[src/lsuPkg.sv]
/*
 * Load/store unit shared definitions
 * Data word and byte mask types, access size and fault codes,
 * and the rule that decides which accesses fault
 */
package lsuPkg;

  localparam int dataWidth = 32;             // Data word width in bits
  localparam int maskWidth = dataWidth / 8;  // Bytes per word

  typedef logic [dataWidth-1:0] wordT;       // One data word
  typedef logic [maskWidth-1:0] byteMaskT;   // One write enable per byte lane
  typedef logic [1:0]           offsetT;     // Byte offset within a word

  // Access size in RISC-V funct3 coding
  // Codes 3, 6 and 7 have no name and are illegal
  typedef enum logic [2:0] {
    sizeByte  = 3'd0,
    sizeHalf  = 3'd1,
    sizeWord  = 3'd2,
    sizeByteU = 3'd4,
    sizeHalfU = 3'd5
  } memSizeE;

  // Result status of one access
  typedef enum logic [1:0] {
    faultNone        = 2'd0,
    faultMisaligned  = 2'd1,
    faultIllegalSize = 2'd2
  } faultE;

  // Illegal size wins over misalignment
  function automatic faultE accessFault(memSizeE size, offsetT offset);
    faultE result;
    case (size)
      sizeByte, sizeByteU: result = faultNone;                                   // Any offset
      sizeHalf, sizeHalfU: result = offset[0] ? faultMisaligned : faultNone;    // Even only
      sizeWord:            result = (offset != 2'b00) ? faultMisaligned : faultNone;
      default:             result = faultIllegalSize;                           // Codes 3, 6, 7
    endcase
    return result;
  endfunction

endpackage

[src/memRspIf.sv]
/*
 * Raw memory response
 * Carries the addressed word and the access details that the
 * load-extract stage needs to pick out the value
 */
interface memRspIf import lsuPkg::*; ();

  logic    valid;      // Response present
  logic    ready;      // Load stage can take it
  logic    write;      // Response belongs to a store
  wordT    data;       // Whole memory word, zero for stores and faults
  memSizeE size;
  offsetT  offset;
  logic    bigEndian;
  faultE   fault;

  modport memory (
    output valid, write, data, size, offset, bigEndian, fault,
    input  ready
  );

  modport consumer (
    input  valid, write, data, size, offset, bigEndian, fault,
    output ready
  );

endinterface

[src/loadExtract.sv]
/*
 * Load extraction stage
 * Picks the addressed bytes from the memory word, restores byte
 * order, extends by size and drives the response port
 */
module loadExtract import lsuPkg::*; (
  input  logic      clk,
  input  logic      arstN,
  memRspIf.consumer memRsp,
  output logic      rspValid,
  output wordT      rspData,
  output logic      rspWrite,
  output faultE     rspFault,
  input  logic      rspReady
);

  wordT shifted;    // Addressed byte moved to lane 0
  wordT raw;        // Accessed bytes in value order, upper bits zero
  wordT loadValue;  // Extended result
  logic accept;

  ////////////////////////////////////////////////////////////////////////////
  // Byte selection and endian swap
  ////////////////////////////////////////////////////////////////////////////

  assign shifted = memRsp.data >> {memRsp.offset, 3'b000};

  always_comb begin
    case (memRsp.size[1:0])
      2'd0: raw = {{(dataWidth-8){1'b0}}, shifted[7:0]};
      2'd1: begin
        if (memRsp.bigEndian) begin
          raw = {{(dataWidth-16){1'b0}}, shifted[7:0], shifted[15:8]};  // Low lane is MSB
        end else begin
          raw = {{(dataWidth-16){1'b0}}, shifted[15:0]};
        end
      end
      default: begin
        if (memRsp.bigEndian) begin
          raw = {shifted[7:0], shifted[15:8], shifted[23:16], shifted[31:24]};
        end else begin
          raw = shifted;
        end
      end
    endcase
  end

  // Sign extension for the signed codes
  always_comb begin
    case (memRsp.size)
      sizeByte:  loadValue = {{(dataWidth-8){raw[7]}}, raw[7:0]};
      sizeByteU: loadValue = {{(dataWidth-8){1'b0}}, raw[7:0]};
      sizeHalf:  loadValue = {{(dataWidth-16){raw[15]}}, raw[15:0]};
      sizeHalfU: loadValue = {{(dataWidth-16){1'b0}}, raw[15:0]};
      sizeWord:  loadValue = raw;
      default:   loadValue = '0;        // Illegal size is faulted
    endcase
  end

  ////////////////////////////////////////////////////////////////////////////
  // Output register
  ////////////////////////////////////////////////////////////////////////////

  assign memRsp.ready = ~rspValid | rspReady;
  assign accept       = memRsp.valid & memRsp.ready;

  always_ff @(posedge clk or negedge arstN) begin
    if (!arstN) begin
      rspValid <= 1'b0;
    end else if (memRsp.ready) begin
      rspValid <= memRsp.valid;
    end
  end

  always_ff @(posedge clk) begin
    if (accept) begin
      rspData  <= loadValue;
      rspWrite <= memRsp.write;   // Forwarded as is
      rspFault <= memRsp.fault;
    end
  end

  // Response held until the sink takes it
  aRspHold: assert property (@(posedge clk) disable iff (!arstN)
    rspValid && !rspReady |=> rspValid && $stable(rspData)
      && $stable(rspWrite) && $stable(rspFault));

endmodule

[src/flat_wrapper.sv]
// flat-port wrapper written by rule: the top's interface ports become plain ports
module loadExtract_flat import lsuPkg::*;
  (clk, arstN, rspValid, rspData, rspWrite, rspFault, rspReady, memRsp_valid, memRsp_write, memRsp_data, memRsp_size, memRsp_offset, memRsp_bigEndian, memRsp_fault, memRsp_ready);
  memRspIf memRsp_i ();
  input  logic clk;
  input  logic arstN;
  output logic rspValid;
  output wordT rspData;
  output logic rspWrite;
  output faultE rspFault;
  input  logic rspReady;
  input wire logic [$bits(memRsp_i.valid)-1:0] memRsp_valid;
  input wire logic [$bits(memRsp_i.write)-1:0] memRsp_write;
  input wire logic [$bits(memRsp_i.data)-1:0] memRsp_data;
  input wire logic [$bits(memRsp_i.size)-1:0] memRsp_size;
  input wire logic [$bits(memRsp_i.offset)-1:0] memRsp_offset;
  input wire logic [$bits(memRsp_i.bigEndian)-1:0] memRsp_bigEndian;
  input wire logic [$bits(memRsp_i.fault)-1:0] memRsp_fault;
  output wire logic [$bits(memRsp_i.ready)-1:0] memRsp_ready;
  assign memRsp_i.valid = memRsp_valid;
  assign memRsp_i.write = memRsp_write;
  assign memRsp_i.data = memRsp_data;
  assign memRsp_i.size = memRsp_size;
  assign memRsp_i.offset = memRsp_offset;
  assign memRsp_i.bigEndian = memRsp_bigEndian;
  assign memRsp_i.fault = memRsp_fault;
  assign memRsp_ready = memRsp_i.ready;
  loadExtract u_core (.clk(clk), .arstN(arstN), .memRsp(memRsp_i), .rspValid(rspValid), .rspData(rspData), .rspWrite(rspWrite), .rspFault(rspFault), .rspReady(rspReady));
endmodule
[config.mk]
export PLATFORM = sky130hd
export DESIGN_NAME = loadExtract_flat
export DESIGN_NICKNAME = d
export VERILOG_FILES = /design/src/lsuPkg.sv /design/src/memRspIf.sv /design/src/loadExtract.sv /design/src/flat_wrapper.sv
export SDC_FILE = /design/constraint.sdc
export NUM_CORES = 1
export LEC_CHECK = 0
export BUFFER_PORTS_ARGS = -buffer_cell sky130_fd_sc_hd__buf_2
export CAP_MARGIN = 20
export CORE_AREA = 2 2 100 78
export DETAILED_ROUTE_END_ITERATION = 6
export DIE_AREA = 0 0 102 80
export GPL_TIMING_DRIVEN = 0
export PLACE_DENSITY = 0.77
export SYNTH_ARGS = -nofsm -noshare
export SYNTH_HDL_FRONTEND = slang
export SYNTH_SLANG_ARGS = --single-unit
export TNS_END_PERCENT = 100
[constraint.sdc]
create_clock -name clk -period 2.3 [get_ports clk]
set_clock_uncertainty 0.2 [all_clocks]
set_input_delay 0.46 -clock clk [delete_from_list [all_inputs] [get_ports clk]]
set_output_delay 0.46 -clock clk [all_outputs]
set_load 0.03 [all_outputs]
==> results.py <==
metrics = {
    "place": {
        "dpl_worst_slack_ps": -129,
        "globalplace.congestion": 1.00,
        "placed_area_um2": 3870,
        "io_buffers": 75,
        "dp_hpwl_um": 7920,
    },
    "cells_and_area": {
        "n_fill_cell": 672,
        "register_area_um2": 1080,
        "layout-drive-gt1-share_pct": 32.6,
        "final_area_um2": 3990,
        "areaGrowthSynthToFinish_pct": 18.6,
        "multiInputGateArea_um2": 2020,
        "finalNetCount": 471,
        "antennaDiodeCount": 0,
    },
    "grt": {
        "use_met3_pct": 4.38,
        "antenna_found_initial": 0,
        "grt_overflow": 0,
        "globalRouteMet1Util_pct": 40.7,
        "grt.busiest_layer": "met2",
        "grt_use_total_pct": 27.9,
        "grt_max_degree": 36,
        "use_met2_pct": 41.2,
        "grt_pass1_wl_um": 17300,
        "first_global_vias": 3230,
    },
    "detailed_routing": {
        "vias_per_cell": 6.43,
        "via_count": 3395,
        "dr.pass1.iters": 5,
        "drc": 0,
        "wl_per_cell_um": 21.0,
        "routed_wl_um": 11100,
        "antenna_left": 0,
        "drtIter0Drc": 370,
    },
    "floorplanning": {
        "die_y_um": 80,
        "core_um2": 7160,
        "io_pins": 82,
        "fp.dieW_um": 102,
        "start_util_pct": 47.0,
        "std_cell_rows": 27,
        "die_area_um2": 8160,
    },
    "synthesis": {
        "synth.avg_cell_area_um2": 9.81,
        "synth.area.top_cells": "edfxtp_1 31%, mux2i_1 15%, a32oi_1 4.9%",
        "synth_cells": 343,
        "syn-num-nets": 388,
        "ys_warn_count": 0,
        "synth_top_area_cell": "edfxtp_1",
        "async_flop_share_pct": 2.78,
        "synth_edf_count": 35,
        "yosysUniqueCellTypes": 55,
        "ys_ff_latch": 36,
        "synth.top_cell.area_share_pct": 31.2,
        "ys.flop_type": "edfxtp_1",
        "seq_area_frac_synth_pct": 32.0,
        "syn_area_um2": 3370,
    },
    "power": {
        "p_comb_share_pct": 33.1,
        "clockPowerShare_pct": 28.7,
        "p_sw_share_pct": 34.9,
        "p_switching_w": 0.000723,
        "vdd_drop_max_mv": 0.222,
        "seq_power_share_pct": 38.2,
        "p_per_area_nw_per_um2": 520,
        "p_int_w": 0.00135,
        "p_leak_nw": 1.70,
    },
    "clocking": {
        "ctsResizeCount": 0,
        "clkSinkCount": 36,
        "clk_pin_slew_ps": 70,
        "cts_max_path_buffers": 2,
        "cts_setup_buffers": 0,
        "cts-root-buf": "clkbuf_8",
        "numCtsBuffers": 5,
        "htreeDepth": 2,
        "ctsHoldBuffers": 1,
        "clk_latency_ps": 290,
        "cts_tree": "yes",
    },
    "sta": {
        "period_share_pct": 94.2,
        "maxSlewHeadroom_pct": 42.6,
        "setup_ws_ps": 133,
        "fmax_mhz": 461,
        "rsz0062_at_grt": "false",
        "maxSlewViolCount": 0,
        "setup_violations": 0,
        "fin_setup_tns_ps": 0,
        "worst_slew_pin_slew_ps": 861,
        "hold_viol_final": 0,
        "min_period_ps": 2170,
    },
    "flow_run": {
        "drv_cap": 0,
    },
    "min_path": {
        "hold_class": "in -> reg",
    },
    "setup_path": {
        "crit_type": "in -> reg",
        "start_kind": "primary input",
        "cp_max_fo": 10,
        "cp_data_arrival_time_ps": 2010,
        "worstSetupEndpointType": "flip-flop",
        "required_ps": 2140,
    },
    "run_status": {
        "outcome": "complete, no violations",
    },
}
-- power groups by stage --
stage	Clock, W	Sequential (W)	Combinational (W)
global route	0.000624	0.000796	0.000733
CTS	0.000598	0.000792	0.000672
floorplan	0	0.000903	0.000369
detailed placement	0	0.000807	0.000668
global placement	0	0.000805	0.000659
finish	0.000596	0.000792	0.000686
-- synth_stat cells (all sizes together) (8+ instances only) --
| master | number |
|---|---|
| mux2i | 50 |
| edfxtp | 35 |
| nand2 | 33 |
| buf | 29 |
| o211ai | 25 |
| a32oi | 20 |
| nand3 | 16 |
| o21ai | 14 |
| nor2 | 12 |
| a21oi | 11 |
| clkbuf | 9 |
| and2 | 8 |
| nand2b | 8 |
-- worst max-delay path, cell delays in order --
cell	delay, ps
buf_2	100
buf_6	180
buf_6	210
clkinv_1	300
buf_2	320
a32oi_1	330
o211ai_2	100
-- placed cells by master (no fill, tap or decap), types with 2 or more instances in the layout --
cell type / instances
a22oi_1: 4
o21ai_0: 13
and2_1: 6
a21oi_1: 11
o2bb2ai_1: 2
nand3_1: 15
clkbuf_8: 5
mux4_2: 5
edfxtp_1: 35
mux2i_1: 50
a221oi_1: 2
buf_6: 8
inv_1: 4
o211ai_2: 11
nor3b_2: 2
nand4_1: 3
nor2b_1: 7
nand2_1: 33
nand2b_1: 8
buf_4: 9
buf_2: 87
a32oi_1: 19
o221ai_1: 2
nor3_1: 2
o31ai_1: 2
a31oi_1: 6
o211ai_1: 14
nor2_1: 11
clkbuf_1: 9
o22ai_1: 2
a21boi_0: 4
and3b_1: 4
and3_1: 2
nand3b_1: 3
-- final cells by class --
type | count | area share (%)
clock inverters | 3 | 1.07
flip-flops and latches | 36 | 27.0
clock buffers | 5 | 1.72
inverters | 5 | 0.470
well taps | 101 | 3.17
multi-input cells | 264 | 50.6
repair buffers | 76 | 9.66
plain buffers | 38 | 6.30
-- flip-flops by register name, summed over array words and instances, names as in the netlist --
register	flops
u_core.rspWrite	1
u_core.rspValid	1
u_core.rspData	32
u_core.rspFault	2
-- worst paths after layout --
path | from | endpoint | slack [ps] | cells after the start
setup / recovery | memRsp_offset[1] | u_core.rspData[18] | 130 | 7
hold / removal | memRsp_fault[0] | u_core.rspFault[0] | 140 | 1
setup reg to reg | u_core.rspValid | u_core.rspData[20] | 500 | 2
hold reg to reg | u_core.rspValid | u_core.rspValid | 350 | 2
max in group asynchronous | arstN | u_core.rspValid | 1550 | 2
min in group asynchronous | arstN | u_core.rspValid | 270 | 2
-- through the flow --
step                      utilization (%)  power (W)  std cells  hold slack, ps
after global routing                 55.7    0.00215        528             131
after global placement               54.0    0.00146        519            34.1
after floorplan                         -    0.00127        343           -35.6
final                                55.7    0.00207        528             137
after CTS                            55.7    0.00206        528             135
after detailed placement             54.0    0.00148        519            37.3
-- metal layers --
metal / share of wire (%) / wire [µm]
met5: 0 / 0
met4: 2.3 / 259
met3: 11 / 1170
met2: 45 / 4960
met1: 42 / 4670
-- logic make-up (layout without fill, tap and decap cells) --
group / after synthesis / after routing / synth area share (%)
compound gates: 101 / 101 / 23.6
flops: 36 / 36 / 32.0
simple gates: 105 / 105 / 17.1
mux: 57 / 57 / 19.0
buf+inv: 43 / 127 / 8.03
xor+xnor: 1 / 1 / 0.260
(Power assumes the default switching activity.)
