<file path="src/lsuPkg.sv">
/*
 * Load/store unit shared definitions
 * Data word and byte mask types, access size and fault codes,
 * and the rule that decides which accesses fault
 */
package lsuPkg;

  localparam int dataWidth = 32;             // Data word width in bits
  localparam int maskWidth = dataWidth / 8;  // Bytes per word

  typedef logic [dataWidth-1:0] wordT;       // One data word
  typedef logic [maskWidth-1:0] byteMaskT;   // One write enable per byte lane
  typedef logic [1:0]           offsetT;     // Byte offset within a word

  // Access size in RISC-V funct3 coding
  // Codes 3, 6 and 7 have no name and are illegal
  typedef enum logic [2:0] {
    sizeByte  = 3'd0,
    sizeHalf  = 3'd1,
    sizeWord  = 3'd2,
    sizeByteU = 3'd4,
    sizeHalfU = 3'd5
  } memSizeE;

  // Result status of one access
  typedef enum logic [1:0] {
    faultNone        = 2'd0,
    faultMisaligned  = 2'd1,
    faultIllegalSize = 2'd2
  } faultE;

  // Illegal size wins over misalignment
  function automatic faultE accessFault(memSizeE size, offsetT offset);
    faultE result;
    case (size)
      sizeByte, sizeByteU: result = faultNone;                                   // Any offset
      sizeHalf, sizeHalfU: result = offset[0] ? faultMisaligned : faultNone;    // Even only
      sizeWord:            result = (offset != 2'b00) ? faultMisaligned : faultNone;
      default:             result = faultIllegalSize;                           // Codes 3, 6, 7
    endcase
    return result;
  endfunction

endpackage

</file>
<file path="src/memReqIf.sv">
/*
 * Aligned memory request
 * Carries lane-placed store data, byte mask and access details
 * from the store-alignment stage to the data memory
 */
interface memReqIf import lsuPkg::*; ();

  logic                 valid;      // Request present
  logic                 ready;      // Memory can take it
  logic                 write;      // Store when high, load when low
  logic [dataWidth-3:0] wordIdx;    // Full word address
  wordT                 data;       // Store data already in its lanes
  byteMaskT             byteMask;   // Bytes to write, empty on fault
  memSizeE              size;       // Access size for the load stage
  offsetT               offset;     // Byte offset for the load stage
  logic                 bigEndian;  // Byte order of this access
  faultE                fault;      // Fault found by the request stage

  // Request stage side
  modport producer (
    output valid, write, wordIdx, data, byteMask, size, offset, bigEndian, fault,
    input  ready
  );

  // Data memory side
  modport memory (
    input  valid, write, wordIdx, data, byteMask, size, offset, bigEndian, fault,
    output ready
  );

endinterface

</file>
<file path="src/storeAlign.sv">
/*
 * Store alignment stage
 * Checks size and alignment, builds the byte write mask and places
 * the store data into its byte lanes, then registers the request
 */
module storeAlign import lsuPkg::*; (
  input  logic      clk,
  input  logic      arstN,
  input  logic      reqValid,
  input  logic      reqWrite,
  input  logic [31:0] reqAdr,    // Byte address
  input  wordT      reqData,
  input  memSizeE   reqSize,
  input  logic      reqBigEndian,
  output logic      reqReady,
  memReqIf.producer memReq
);

  offsetT   offset;       // Byte within the word
  faultE    fault;
  byteMaskT baseMask;     // Mask of an access at offset 0
  byteMaskT byteMask;
  wordT     orderedData;  // Accessed bytes in memory order
  wordT     laneData;     // Data replicated across the lanes
  logic     accept;

  ////////////////////////////////////////////////////////////////////////////
  // Access check and byte mask
  ////////////////////////////////////////////////////////////////////////////

  assign offset = reqAdr[1:0];
  assign fault  = accessFault(reqSize, offset);

  always_comb begin
    case (reqSize[1:0])                 // Unsigned codes share the low bits
      2'd0:    baseMask = 4'b0001;
      2'd1:    baseMask = 4'b0011;
      default: baseMask = 4'b1111;      // Word and the illegal codes that fault
    endcase
  end

  assign byteMask = (fault == faultNone) ? byteMaskT'(baseMask << offset) : '0;

  ////////////////////////////////////////////////////////////////////////////
  // Endian swap and lane placement
  ////////////////////////////////////////////////////////////////////////////

  // Big endian reverses only the bytes that are accessed
  always_comb begin
    orderedData = reqData;
    if (reqBigEndian) begin
      case (reqSize[1:0])
        2'd1:    orderedData = {reqData[31:16], reqData[7:0], reqData[15:8]};
        2'd2:    orderedData = {reqData[7:0], reqData[15:8], reqData[23:16], reqData[31:24]};
        default: orderedData = reqData;                // Single byte has no order
      endcase
    end
  end

  // Copy into every lane so the mask alone picks the target bytes
  always_comb begin
    case (reqSize[1:0])
      2'd0:    laneData = {4{orderedData[7:0]}};
      2'd1:    laneData = {2{orderedData[15:0]}};
      default: laneData = orderedData;
    endcase
  end

  ////////////////////////////////////////////////////////////////////////////
  // Output register
  ////////////////////////////////////////////////////////////////////////////

  assign reqReady = ~memReq.valid | memReq.ready;  // Empty or draining this cycle
  assign accept   = reqValid & reqReady;

  always_ff @(posedge clk or negedge arstN) begin
    if (!arstN) begin
      memReq.valid <= 1'b0;
    end else if (reqReady) begin
      memReq.valid <= reqValid;
    end
  end

  always_ff @(posedge clk) begin
    if (accept) begin
      memReq.write     <= reqWrite;
      memReq.wordIdx   <= reqAdr[dataWidth-1:2];   // Drop the byte offset
      memReq.data      <= laneData;
      memReq.byteMask  <= byteMask;
      memReq.size      <= reqSize;
      memReq.offset    <= offset;
      memReq.bigEndian <= reqBigEndian;
      memReq.fault     <= fault;
    end
  end

  // A clean store must reach the memory with at least one byte enabled
  aWriteMask: assert property (@(posedge clk) disable iff (!arstN)
    memReq.valid && memReq.write && (memReq.fault == faultNone) |-> memReq.byteMask != '0);

endmodule

</file>
<file path="src/flat_wrapper.sv">
// flat-port wrapper written by rule: the top's interface ports become plain ports
module storeAlign_flat import lsuPkg::*;
  (clk, arstN, reqValid, reqWrite, reqAdr, reqData, reqSize, reqBigEndian, reqReady, memReq_valid, memReq_write, memReq_wordIdx, memReq_data, memReq_byteMask, memReq_size, memReq_offset, memReq_bigEndian, memReq_fault, memReq_ready);
  memReqIf memReq_i ();
  input  logic clk;
  input  logic arstN;
  input  logic reqValid;
  input  logic reqWrite;
  input  logic [31:0] reqAdr;
  input  wordT reqData;
  input  memSizeE reqSize;
  input  logic reqBigEndian;
  output logic reqReady;
  output wire logic [$bits(memReq_i.valid)-1:0] memReq_valid;
  output wire logic [$bits(memReq_i.write)-1:0] memReq_write;
  output wire logic [$bits(memReq_i.wordIdx)-1:0] memReq_wordIdx;
  output wire logic [$bits(memReq_i.data)-1:0] memReq_data;
  output wire logic [$bits(memReq_i.byteMask)-1:0] memReq_byteMask;
  output wire logic [$bits(memReq_i.size)-1:0] memReq_size;
  output wire logic [$bits(memReq_i.offset)-1:0] memReq_offset;
  output wire logic [$bits(memReq_i.bigEndian)-1:0] memReq_bigEndian;
  output wire logic [$bits(memReq_i.fault)-1:0] memReq_fault;
  input wire logic [$bits(memReq_i.ready)-1:0] memReq_ready;
  assign memReq_valid = memReq_i.valid;
  assign memReq_write = memReq_i.write;
  assign memReq_wordIdx = memReq_i.wordIdx;
  assign memReq_data = memReq_i.data;
  assign memReq_byteMask = memReq_i.byteMask;
  assign memReq_size = memReq_i.size;
  assign memReq_offset = memReq_i.offset;
  assign memReq_bigEndian = memReq_i.bigEndian;
  assign memReq_fault = memReq_i.fault;
  assign memReq_i.ready = memReq_ready;
  storeAlign u_core (.clk(clk), .arstN(arstN), .reqValid(reqValid), .reqWrite(reqWrite), .reqAdr(reqAdr), .reqData(reqData), .reqSize(reqSize), .reqBigEndian(reqBigEndian), .reqReady(reqReady), .memReq(memReq_i));
endmodule
</file>
<file path="config.mk">
export PLATFORM = sky130hd
export DESIGN_NAME = storeAlign_flat
export DESIGN_NICKNAME = d
export VERILOG_FILES = /design/src/lsuPkg.sv /design/src/memReqIf.sv /design/src/storeAlign.sv /design/src/flat_wrapper.sv
export SDC_FILE = /design/constraint.sdc
export NUM_CORES = 1
export LEC_CHECK = 0
export ABC_CLOCK_PERIOD_IN_PS = 2500
export BUFFER_PORTS_ARGS = -buffer_cell sky130_fd_sc_hd__clkbuf_2
export CAP_MARGIN = 40
export CORE_ASPECT_RATIO = 1.25
export CORE_MARGIN = 1.5
export CORE_UTILIZATION = 44
export CTS_BUF_LIST = sky130_fd_sc_hd__clkbuf_4
export DETAILED_ROUTE_END_ITERATION = 10
export PLACE_DENSITY = 0.75
export SYNTH_ARGS = -nofsm -noshare
export SYNTH_HDL_FRONTEND = slang
export SYNTH_SLANG_ARGS = --single-unit
</file>
<file path="constraint.sdc">
create_clock -name clk -period 2.5 [get_ports clk]
set_input_delay 0.25 -clock clk [delete_from_list [all_inputs] [get_ports clk]]
set_output_delay 0.25 -clock clk [all_outputs]
set_load 0.02 [all_outputs]
</file>
==> out/metrics.yaml, run 1 <==
placed_design:
  gp_routability_congestion: 0.843
  dp_slack_ns: 0.388
  placed_cells: 481
  hpwl_um: 6140
  io_buffers: 149
timing:
  max_slew.worst_pin.slew_ns: 0.560
  max_freq_ghz: 0.586
  rsz0062_at_grt: "no"
  skew_ns: 0.0219
  min_period_ns: 1.71
  relSlewSlack_pct: 62.6
  period_share_pct: 68.2
  finalSetupTns_ns: 0
  timing.final.max_slew_violations: 0
  setup_viol: 0
  worst_slack_ns: 0.795
  hold_viol_final: 0
die:
  fp.dieArea_um2: 8230
  start_util_pct: 45.7
  die_y_um: 101
  pin_count: 150
  num_rows: 35
  die_x_um: 81.5
  core_um2: 7400
outcome:
  status: "finished, final reports clean"
yosys:
  synth_top_area_share_pct: 66.5
  seq_area_frac_synth_pct: 67.3
  syn_area_per_cell_um2: 13.6
  synth_seq_cells: 76
  yosys_most_used_dff: "edfxtp_1"
  netlist_instances: 249
  yosysWarnings: 0
  synth.area.top_cells: "edfxtp_1, a21oi_4, nand2_1"
  async_flop_share_pct: 1.32
  synth_area_um2: 3390
  synth-edff-count: 75
  synth_cell_types: 37
  synth_nets: 327
  synth_top_area_cell: "edfxtp_1"
cts:
  h-tree-depth: 3
  clk_latency_ns: 0.41
  numCtsBuffers: 9
  cts_tree: "done"
  cts.reportedPaths.clkPinSlew_ns: 0.11
  clock_sinks: 76
  cts.path.max_buffers: 2
  cts_resized: 0
  cts_root_buffer: "clkbuf_4"
pwr:
  clockPowerShare_pct: 33.0
  ir_drop_mv: 0.385
  p_int_w: 0.00235
  power.leakage_nw: 1.97
  pwr-share-comb_pct: 18.0
  p_seq_share_pct: 49.0
  p_switching_w: 0.000791
  power.density_nw_per_um2: 668
  switching_share_pct: 25.2
detailed_routing:
  firstDrtPassIters: 6
  drtIter0Drc: 200
  ant_nets: 0
  drcViolationCount: 0
  wl_um: 8860
  vias: 2779
  avgRoutedWirePerCell_um: 16.9
  vias_per_cell: 5.30
global_routing:
  track_usage_pct: 20.6
  grt_pass1_vias: 2614
  antenna_found_initial: 0
  grt_start_max_net_pins: 37
  grt.overflow.total: 0
  grt_pass1_wl_um: 12500
critical_path:
  cp.required_ns: 2.65
  path_buf_inv: 2
  path_max_fanout: 36
  path_class: "in -> reg"
  path_cells: "clkbuf_2, inv_1, ha_1, and2_4, a21oi_1, a221o_1"
  path_delay_family: "compound AO/OA/AOI/OAI gates"
  crit_path_top_delay_cell: "and2_4"
  cp_slowest_stage_delay_ns: 0.45
  cp-end-kind: "flop"
  crit_arrival_ns: 1.86
  critPathLaunchType: "input pin"
layout:
  multiInputGateArea_um2: 985
  fin_nets: 505
  final_cell_mix: "clkbuf_2, edfxtp_1, dlygate4sd3_1"
  nFillCells: 538
  n_antenna_cell: 0
  drive_gt1_share_pct: 44.0
  final_cells: 524
  layout_commonest_cell: "clkbuf_2"
  post-route-util_pct: 63.5
  regArea_um2: 2280
  syn_to_final_growth_pct: 38.9
flow_run:
  maxCapViolations: 0
min_path:
  min_path_type: "in -> reg"
worst paths after layout:
check | startpoint | to | slack (ns) | depth (start not counted)
max reg2reg | u_core.memReq.valid | u_core.memReq.data[29] | 0.93 | 3
min reg2reg | u_core.memReq.valid | u_core.memReq.valid | 0.62 | 2
min in group asynchronous | arstN | u_core.memReq.valid | 0.15 | 2
max in group asynchronous | arstN | u_core.memReq.valid | 2.27 | 2
min | reqAdr[22] | u_core.memReq.wordIdx[20] | 0.04 | 1
max | reqSize[0] | u_core.memReq.data[29] | 0.79 | 6
worst register-to-register path, delay by kind of cell, from the launching register on:
| family | cells | cell delay (ns) |
|---|---|---|
| AND/OR/NAND/NOR | 2 | 0.56 |
| flip-flops | 1 | 0.41 |
| buffers and inverters | 1 | 0.30 |
stage by stage:
stage	power (W)	hold WS [ns]	area (um^2)
after global routing	0.00325	0.00319	4700
after global placement	0.00208	0.0259	4220
after floorplan	0.00190	-0.0456	3390
after detailed placement	0.00209	0.0260	4220
final	0.00314	0.0355	4700
after CTS	0.00315	0.00480	4640
sequential cells by signal (all words and copies together) (netlist names):
name,count
u_core.memReq.fault,2
u_core.memReq.write,1
u_core.memReq.data,32
u_core.memReq.offset,2
u_core.memReq.byteMask,4
u_core.memReq.size,3
u_core.memReq.bigEndian,1
u_core.memReq.valid,1
u_core.memReq.wordIdx,30
layout make-up:
cell class,count,area share [%]
Inverter,3,0.239
Sequential cell,76,48.4
Clock buffer,10,1.60
Multi-Input combinational cell,153,20.9
Clock inverter,6,2.93
Timing Repair Buffer,184,23.4
Tap cell,92,2.45
logic make-up (layout without fill, tap and decap cells):
kind of cell / Yosys count / count (layout) / synth area share (%)
and+or+nand+nor: 74 / 74 / 11.0
adders and majority gates: 5 / 5 / 1.85
AOI/OAI and AO/OA: 74 / 74 / 16.2
buffers and inverters: 20 / 203 / 3.73
DFF: 76 / 76 / 67.3
per-layer routing:
metal / part of all wire, % / GRT usage (%)
met1: 37 / 22.6
met2: 52 / 37.3
met4: 1.5 / 7.16
met5: 0 / 0
met3: 9.5 / 5.97
power by group through the flow:
stage | Combinational [W] | Clock [W] | Sequential [W]
after floorplan | 0.000222 | 0 | 0.00167
final | 0.000565 | 0.00104 | 0.00154
after global placement | 0.000519 | 0 | 0.00156
after global routing | 0.000612 | 0.00110 | 0.00155
after detailed placement | 0.000528 | 0 | 0.00157
after CTS | 0.000557 | 0.00105 | 0.00154
synthesized netlist by cell type, types with 6 or more instances:
| cell | instances |
|---|---|
| a22oi_1 | 8 |
| a221o_1 | 6 |
| o21ai_0 | 10 |
| a21oi_1 | 17 |
| a21oi_4 | 6 |
| nor2_1 | 20 |
| nand2_1 | 23 |
| nand3_1 | 8 |
| a31oi_1 | 8 |
| buf_2 | 7 |
| edfxtp_1 | 75 |
timing repair:
item | in CTS | in global routing
hold endpoints to repair | 21 | 6
hold buffers | 21 | 6
buffers inserted | 0 | 0
No activity file was read; power rests on OpenSTA's default activity.
==> run 2: changes to the inputs <==
- ABC_CLOCK_PERIOD_IN_PS: 2500 -> 1550
- clock period: 2.5 -> 1.55 ns (I/O delays scaled with it)
==> out/metrics.yaml, run 2 (synthesized netlist as in run 1, its figures left out) <==
die:
  fp.dieArea_um2: 8230  # unchanged
  core_um2: 7400  # unchanged
  pin_count: 150  # unchanged
  die_x_um: 81.5  # unchanged
  die_y_um: 101  # unchanged
  start_util_pct: 45.7  # unchanged
  num_rows: 35  # unchanged
layout:
  syn_to_final_growth_pct: 50.3
  layout_commonest_cell: "clkbuf_2"
  largest_register_ff_count: 32  # unchanged
  final_cell_mix: "clkbuf_2, edfxtp_1, dlygate4sd3_1"
  nFillCells: 574  # +6.7%
  regArea_um2: 2280  # about the same
  reg_top3: "u_core.memReq.data (32), u_core.memReq.wordIdx (30), u_core.memReq.byteMask (4)"
  drive_gt1_share_pct: 47.3  # +3.3 points
  multiInputGateArea_um2: 1000  # +2.0%
  top_register: "u_core.memReq.data"
  fin_nets: 547  # +8.3%
detailed_routing:
  vias_per_cell: 5.18  # -2.3%
  ant_nets: 0  # unchanged
  wl_um: 9100  # +2.7%
  drtIter0Drc: 189  # -5.5%
  firstDrtPassIters: 5  # -1
  vias: 2937  # +5.7%
  avgRoutedWirePerCell_um: 16.0  # -5.1%
  drcViolationCount: 0  # unchanged
cts:
  cts.reportedPaths.clkPinSlew_ns: 0.14  # +0.03 ns
  numCtsBuffers: 9  # unchanged
  cts_tree: "done"
  hold_buffers: 39  # +86%
  clock_sinks: 76  # unchanged
  cts_setup_buffers: 0  # unchanged
  clk_latency_ns: 0.42  # about the same
  cts_resized: 0  # unchanged
  cts_root_buffer: "clkbuf_4"
  cts.path.max_buffers: 2  # unchanged
  h-tree-depth: 3  # unchanged
pwr:
  p_int_w: 0.00357  # +52%
  power.leakage_nw: 2.17  # +10%
  power.density_nw_per_um2: 968  # +45%
  switching_share_pct: 27.6  # +2.4 points
  ir_drop_mv: 0.560  # +45%
  clockPowerShare_pct: 28.2  # -4.8 points
  p_seq_share_pct: 50.3  # +1.3 points
  p_switching_w: 0.00136  # +72%
  p_total_w: 0.00492  # +57%
  pwr-share-comb_pct: 21.5  # +3.5 points
timing:
  finalSetupTns_ns: 0  # unchanged
  setup_viol: 0  # unchanged
  max_slew.worst_pin.slew_ns: 0.334  # -0.226 ns
  min_period_ns: 1.32
  rsz0062_at_grt: "no"
  max_freq_ghz: 0.756
  worst_slack_ns: 0.228  # -0.567 ns
  skew_ns: 0.0247  # +0.00286 ns
  relSlewSlack_pct: 77.7  # +15 points
  hold_viol_final: 0  # unchanged
  timing.final.max_slew_violations: 0  # unchanged
  period_share_pct: 85.3
critical_path:
  crit_arrival_ns: 1.44  # -0.42 ns
  path_class: "reg -> reg"
  critPathLaunchType: "flop"
  crit_path_top_delay_cell: "dfrtp_2"
  path_delay_family: "flip-flops"
  path_buf_inv: 1  # -1
  path_cells: "nand2b_4, and2_4, buf_12"
  cp-end-kind: "flop"
  cp.required_ns: 1.67  # -0.98 ns
  cp_slowest_stage_delay_ns: 0.45  # about the same
  path_max_fanout: 28  # -22%
outcome:
  status: "finished, final reports clean"
placed_design:
  dp_slack_ns: -0.165  # -0.553 ns
  io_buffers: 149  # unchanged
  hpwl_um: 6280  # +2.3%
  gp_routability_congestion: 0.813  # -3.6%
global_routing:
  track_usage_pct: 22.6  # +2.0 points
  grt_pass1_vias: 2914  # +11%
  antenna_found_initial: 1  # +1
  grt_start_max_net_pins: 29  # -22%
  grt_pass1_wl_um: 13700  # +9.2%
  grt.overflow.total: 0  # unchanged
min_path:
  min_path_type: "in -> reg"
flow_run:
  maxCapViolations: 0  # unchanged
[run 2: routing by layer]
metal	wire length, um	global-route usage (%)	share of wire [%]	up-vias
met5	0	0	0	-
met4	152	7.56	1.7	0
met3	695	4.89	7.6	17
met2	4900	42.4	54	154
met1	3350	24.6	37	1370
li1	-	-	-	1396
[run 2: power by group through the flow]
stage | clock network, W | registers [W] | logic (W)
after floorplan | 0 | 0.00270 | 0.000367
after global placement | 0 | 0.00252 | 0.000948
after detailed placement | 0 | 0.00252 | 0.000975
after CTS | 0.00143 | 0.00248 | 0.00106
after global routing | 0.00150 | 0.00249 | 0.00115
final | 0.00139 | 0.00248 | 0.00106
[run 2: worst register-to-register path, delay by kind of cell (launching register included)]
family	cells	cell delay [ns]
flops	1	0.45
simple gates	2	0.33
buf+inv	1	0.22
[run 2: cell type report]
cell class	count	area share, %
Antenna cell	1	0.0492
Clock buffer	9	1.33
Clock inverter	7	1.94
Inverter	3	0.270
Multi-Input combinational cell	153	19.7
Sequential cell	76	44.8
Tap cell	92	2.26
Timing Repair Buffer	226	29.6
[run 2: worst paths after layout]
kind	from	end	slack, ns	cells after the start
worst max-delay path	u_core.memReq.valid	u_core.memReq.data[20]	0.23	3
worst min register to register	u_core.memReq.valid	u_core.memReq.wordIdx[11]	0.85	2
worst max register to register	u_core.memReq.valid	u_core.memReq.data[20]	0.23	3
min in group asynchronous	arstN	u_core.memReq.valid	0.54	3
worst min-delay path	reqSize[0]	u_core.memReq.size[0]	0.07	2
max in group asynchronous	arstN	u_core.memReq.valid	0.90	3
[run 2: stage by stage]
stage          cell area (um^2)  cells  hold slack, ns  util (%)
4_1_cts                    5090    566          0.0309      68.7
2_1_floorplan              3420    249          -0.141         -
6_report                   5090    567          0.0665      68.8
3_5_place_dp               4530    511         -0.0685      61.2
5_1_grt                    5090    567          0.0415      68.8
3_3_place_gp               4530    511         -0.0692      61.2
==> run 3: changes to the inputs <==
- ABC_CLOCK_PERIOD_IN_PS: 1550 -> 1590
- CORE_UTILIZATION: 44 -> 53
- PLACE_DENSITY: 0.75 -> 0.85
- clock period: 1.55 -> 1.59 ns (I/O delays scaled with it)
==> out/metrics.yaml, run 3 (synthesized netlist as in run 1, its figures left out) <==
timing:
  skew_ns: 0.00803  # -0.0167 ns
  relSlewSlack_pct: 77.6  # -0.14 points
  rsz0062_at_grt: "no"
  finalSetupTns_ns: 0  # unchanged
  max_slew.worst_pin.slew_ns: 0.337  # +0.00275 ns
  period_share_pct: 87.7
  min_period_ns: 1.39
  setup_viol: 0  # unchanged
  max_freq_ghz: 0.717
  hold_viol_final: 0  # unchanged
  timing.final.max_slew_violations: 0  # unchanged
placed_design:
  gp_routability_congestion: 0.930  # +14%
  placed_cells: 499  # -2.3%
  hpwl_um: 6400  # +1.9%
  io_buffers: 149  # unchanged
detailed_routing:
  vias_per_cell: 5.71  # +10%
  vias: 3150  # +7.3%
  wl_um: 10600  # +17%
  drtIter0Drc: 488  # +160%
  ant_nets: 0  # unchanged
  firstDrtPassIters: 7  # +2
  avgRoutedWirePerCell_um: 19.2  # +20%
  drcViolationCount: 0  # unchanged
layout:
  layout_commonest_cell: "clkbuf_2"
  reg_top3: "u_core.memReq.data (32), u_core.memReq.wordIdx (30), u_core.memReq.byteMask (4)"
  final_cells: 552  # -2.6%
  n_antenna_cell: 0  # -1
  drive_gt1_share_pct: 46.9  # -0.36 points
  largest_register_ff_count: 32  # unchanged
  final_cell_mix: "clkbuf_2, edfxtp_1, dlygate4sd3_1"
  fin_nets: 540  # -1.3%
  top_register: "u_core.memReq.data"
  syn_to_final_growth_pct: 47.0
cts:
  numCtsBuffers: 9  # unchanged
  clock_sinks: 76  # unchanged
  hold_buffers: 37  # -5.1%
  h-tree-depth: 3  # unchanged
  cts.reportedPaths.clkPinSlew_ns: 0.13  # about the same
  cts_root_buffer: "clkbuf_4"
  clk_latency_ns: 0.41  # about the same
  cts.path.max_buffers: 2  # unchanged
  cts_resized: 0  # unchanged
  cts_setup_buffers: 0  # unchanged
  cts_tree: "done"
min_path:
  holdPathStages: 1  # -1
  hold_end: "u_core.memReq.offset[1]"
  min_from: "reqAdr[1]"
  min_path_type: "in -> reg"
global_routing:
  grt_pass1_vias: 3049  # +4.6%
  antenna_found_initial: 0  # -1
  grt.overflow.total: 0  # unchanged
  grt_pass1_wl_um: 15800  # +16%
  track_usage_pct: 31.5  # +8.9 points
  grt_start_max_net_pins: 50  # +72%
flow_run:
  maxCapViolations: 0  # unchanged
critical_path:
  cp.required_ns: 1.74  # +0.07 ns
  path_delay_family: "compound AO/OA/AOI/OAI gates"
  path_class: "in -> reg"
  r2r-start: "u_core.memReq.valid"
  critPathLaunchType: "input pin"
  crit_path_top_delay_cell: "a221o_1"
  crit_arrival_ns: 1.55  # +0.11 ns
  cp_slowest_stage_delay_ns: 0.29  # -0.16 ns
  path_cells: "clkbuf_2, inv_2, ha_4, nand2_1, buf_4, a221o_1, o21ai_0, o21ai_0"
  timing.rr.end: "u_core.memReq.wordIdx[27]"
  crit_top_cell: "o21ai_0"
  rr_worst_depth: 3  # unchanged
  cp-end-kind: "flop"
  path_max_fanout: 10  # -64%
  path_buf_inv: 3  # +2
  ff2ff_setup_slack_ns: 0.30  # +0.07 ns
die:
  pin_count: 150  # unchanged
  die_x_um: 74.5  # -8.6%
  start_util_pct: 54.9  # +9.2 points
  fp.dieArea_um2: 6880  # -16%
  num_rows: 32  # -8.6%
  core_um2: 6170  # -17%
  die_y_um: 92.4  # -8.6%
pwr:
  ir_drop_mv: 1.03  # +84%
  power.leakage_nw: 2.12  # -2.4%
  power.density_nw_per_um2: 966  # -0.12%
  p_total_w: 0.00481  # -2.3%
outcome:
  status: "finished, final reports clean"
[run 3: cell types whose count changed in the layout (fill, tap and decap cells not counted), moves of 2 or more]
cell / before / now
clkinv_4: 2 / 0
buf_4: 31 / 29
dlygate4sd3_1: 39 / 37
clkinvlp_4: 0 / 2
buf_12: 7 / 4
[run 3: area by class of cell]
class	count	area (um^2)
inverters	3	11.3
fillers	336	1190
clock inverters	6	87.6
repair buffers	219	1410
clock buffers	10	75.1
flip-flops and latches	76	2280
multi-input cells	153	1000
well taps	85	106
[run 3: routing by layer]
metal	share of wire [%]	wire length, um	GRT usage (%)	up-vias
met5	0	0	0	-
met4	4.9	518	16.4	0
met3	11	1190	8.38	49
met2	50	5350	53.3	262
met1	34	3560	35.7	1458
li1	-	-	-	1381
[run 3: worst max-delay path by stage]
stage | startpoint | end | slack, ns | cells after the start
after floorplan | u_core.memReq.valid | u_core.memReq.bigEndian | 0.005 | 2
after global placement | reqSize[1] | u_core.memReq.data[27] | -0.04 | 7
after detailed placement | reqSize[0] | u_core.memReq.byteMask[1] | -0.13 | 8
after CTS | u_core.memReq.valid | reqReady | 0.29 | 2
after global routing | reqSize[0] | u_core.memReq.data[15] | 0.16 | 8
final | reqSize[0] | u_core.memReq.data[15] | 0.20 | 8
[run 3: power breakdown]
part	switching, W	total [W]	leakage [nW]	internal, W
registers	0.0000445	0.00242	0.727	0.00238
logic	0.000614	0.00104	1.31	0.000423
clock network	0.000695	0.00135	0.0807	0.000656
total	0.00135	0.00481	2.12	0.00346
[run 3: metrics by stage]
step / hold slack, ns / cell area, um^2 / util (%) / setup WS, ns
detailed placement: -0.0638 / 4440 / 72.1 / -0.132
global route: 0.0252 / 4980 / 80.7 / 0.158
global placement: -0.0653 / 4440 / 72.1 / -0.0383
CTS: 0.00328 / 4980 / 80.7 / 0.294
floorplan: -0.137 / 3410 / - / 0.00549
finish: 0.0389 / 4980 / 80.7 / 0.195
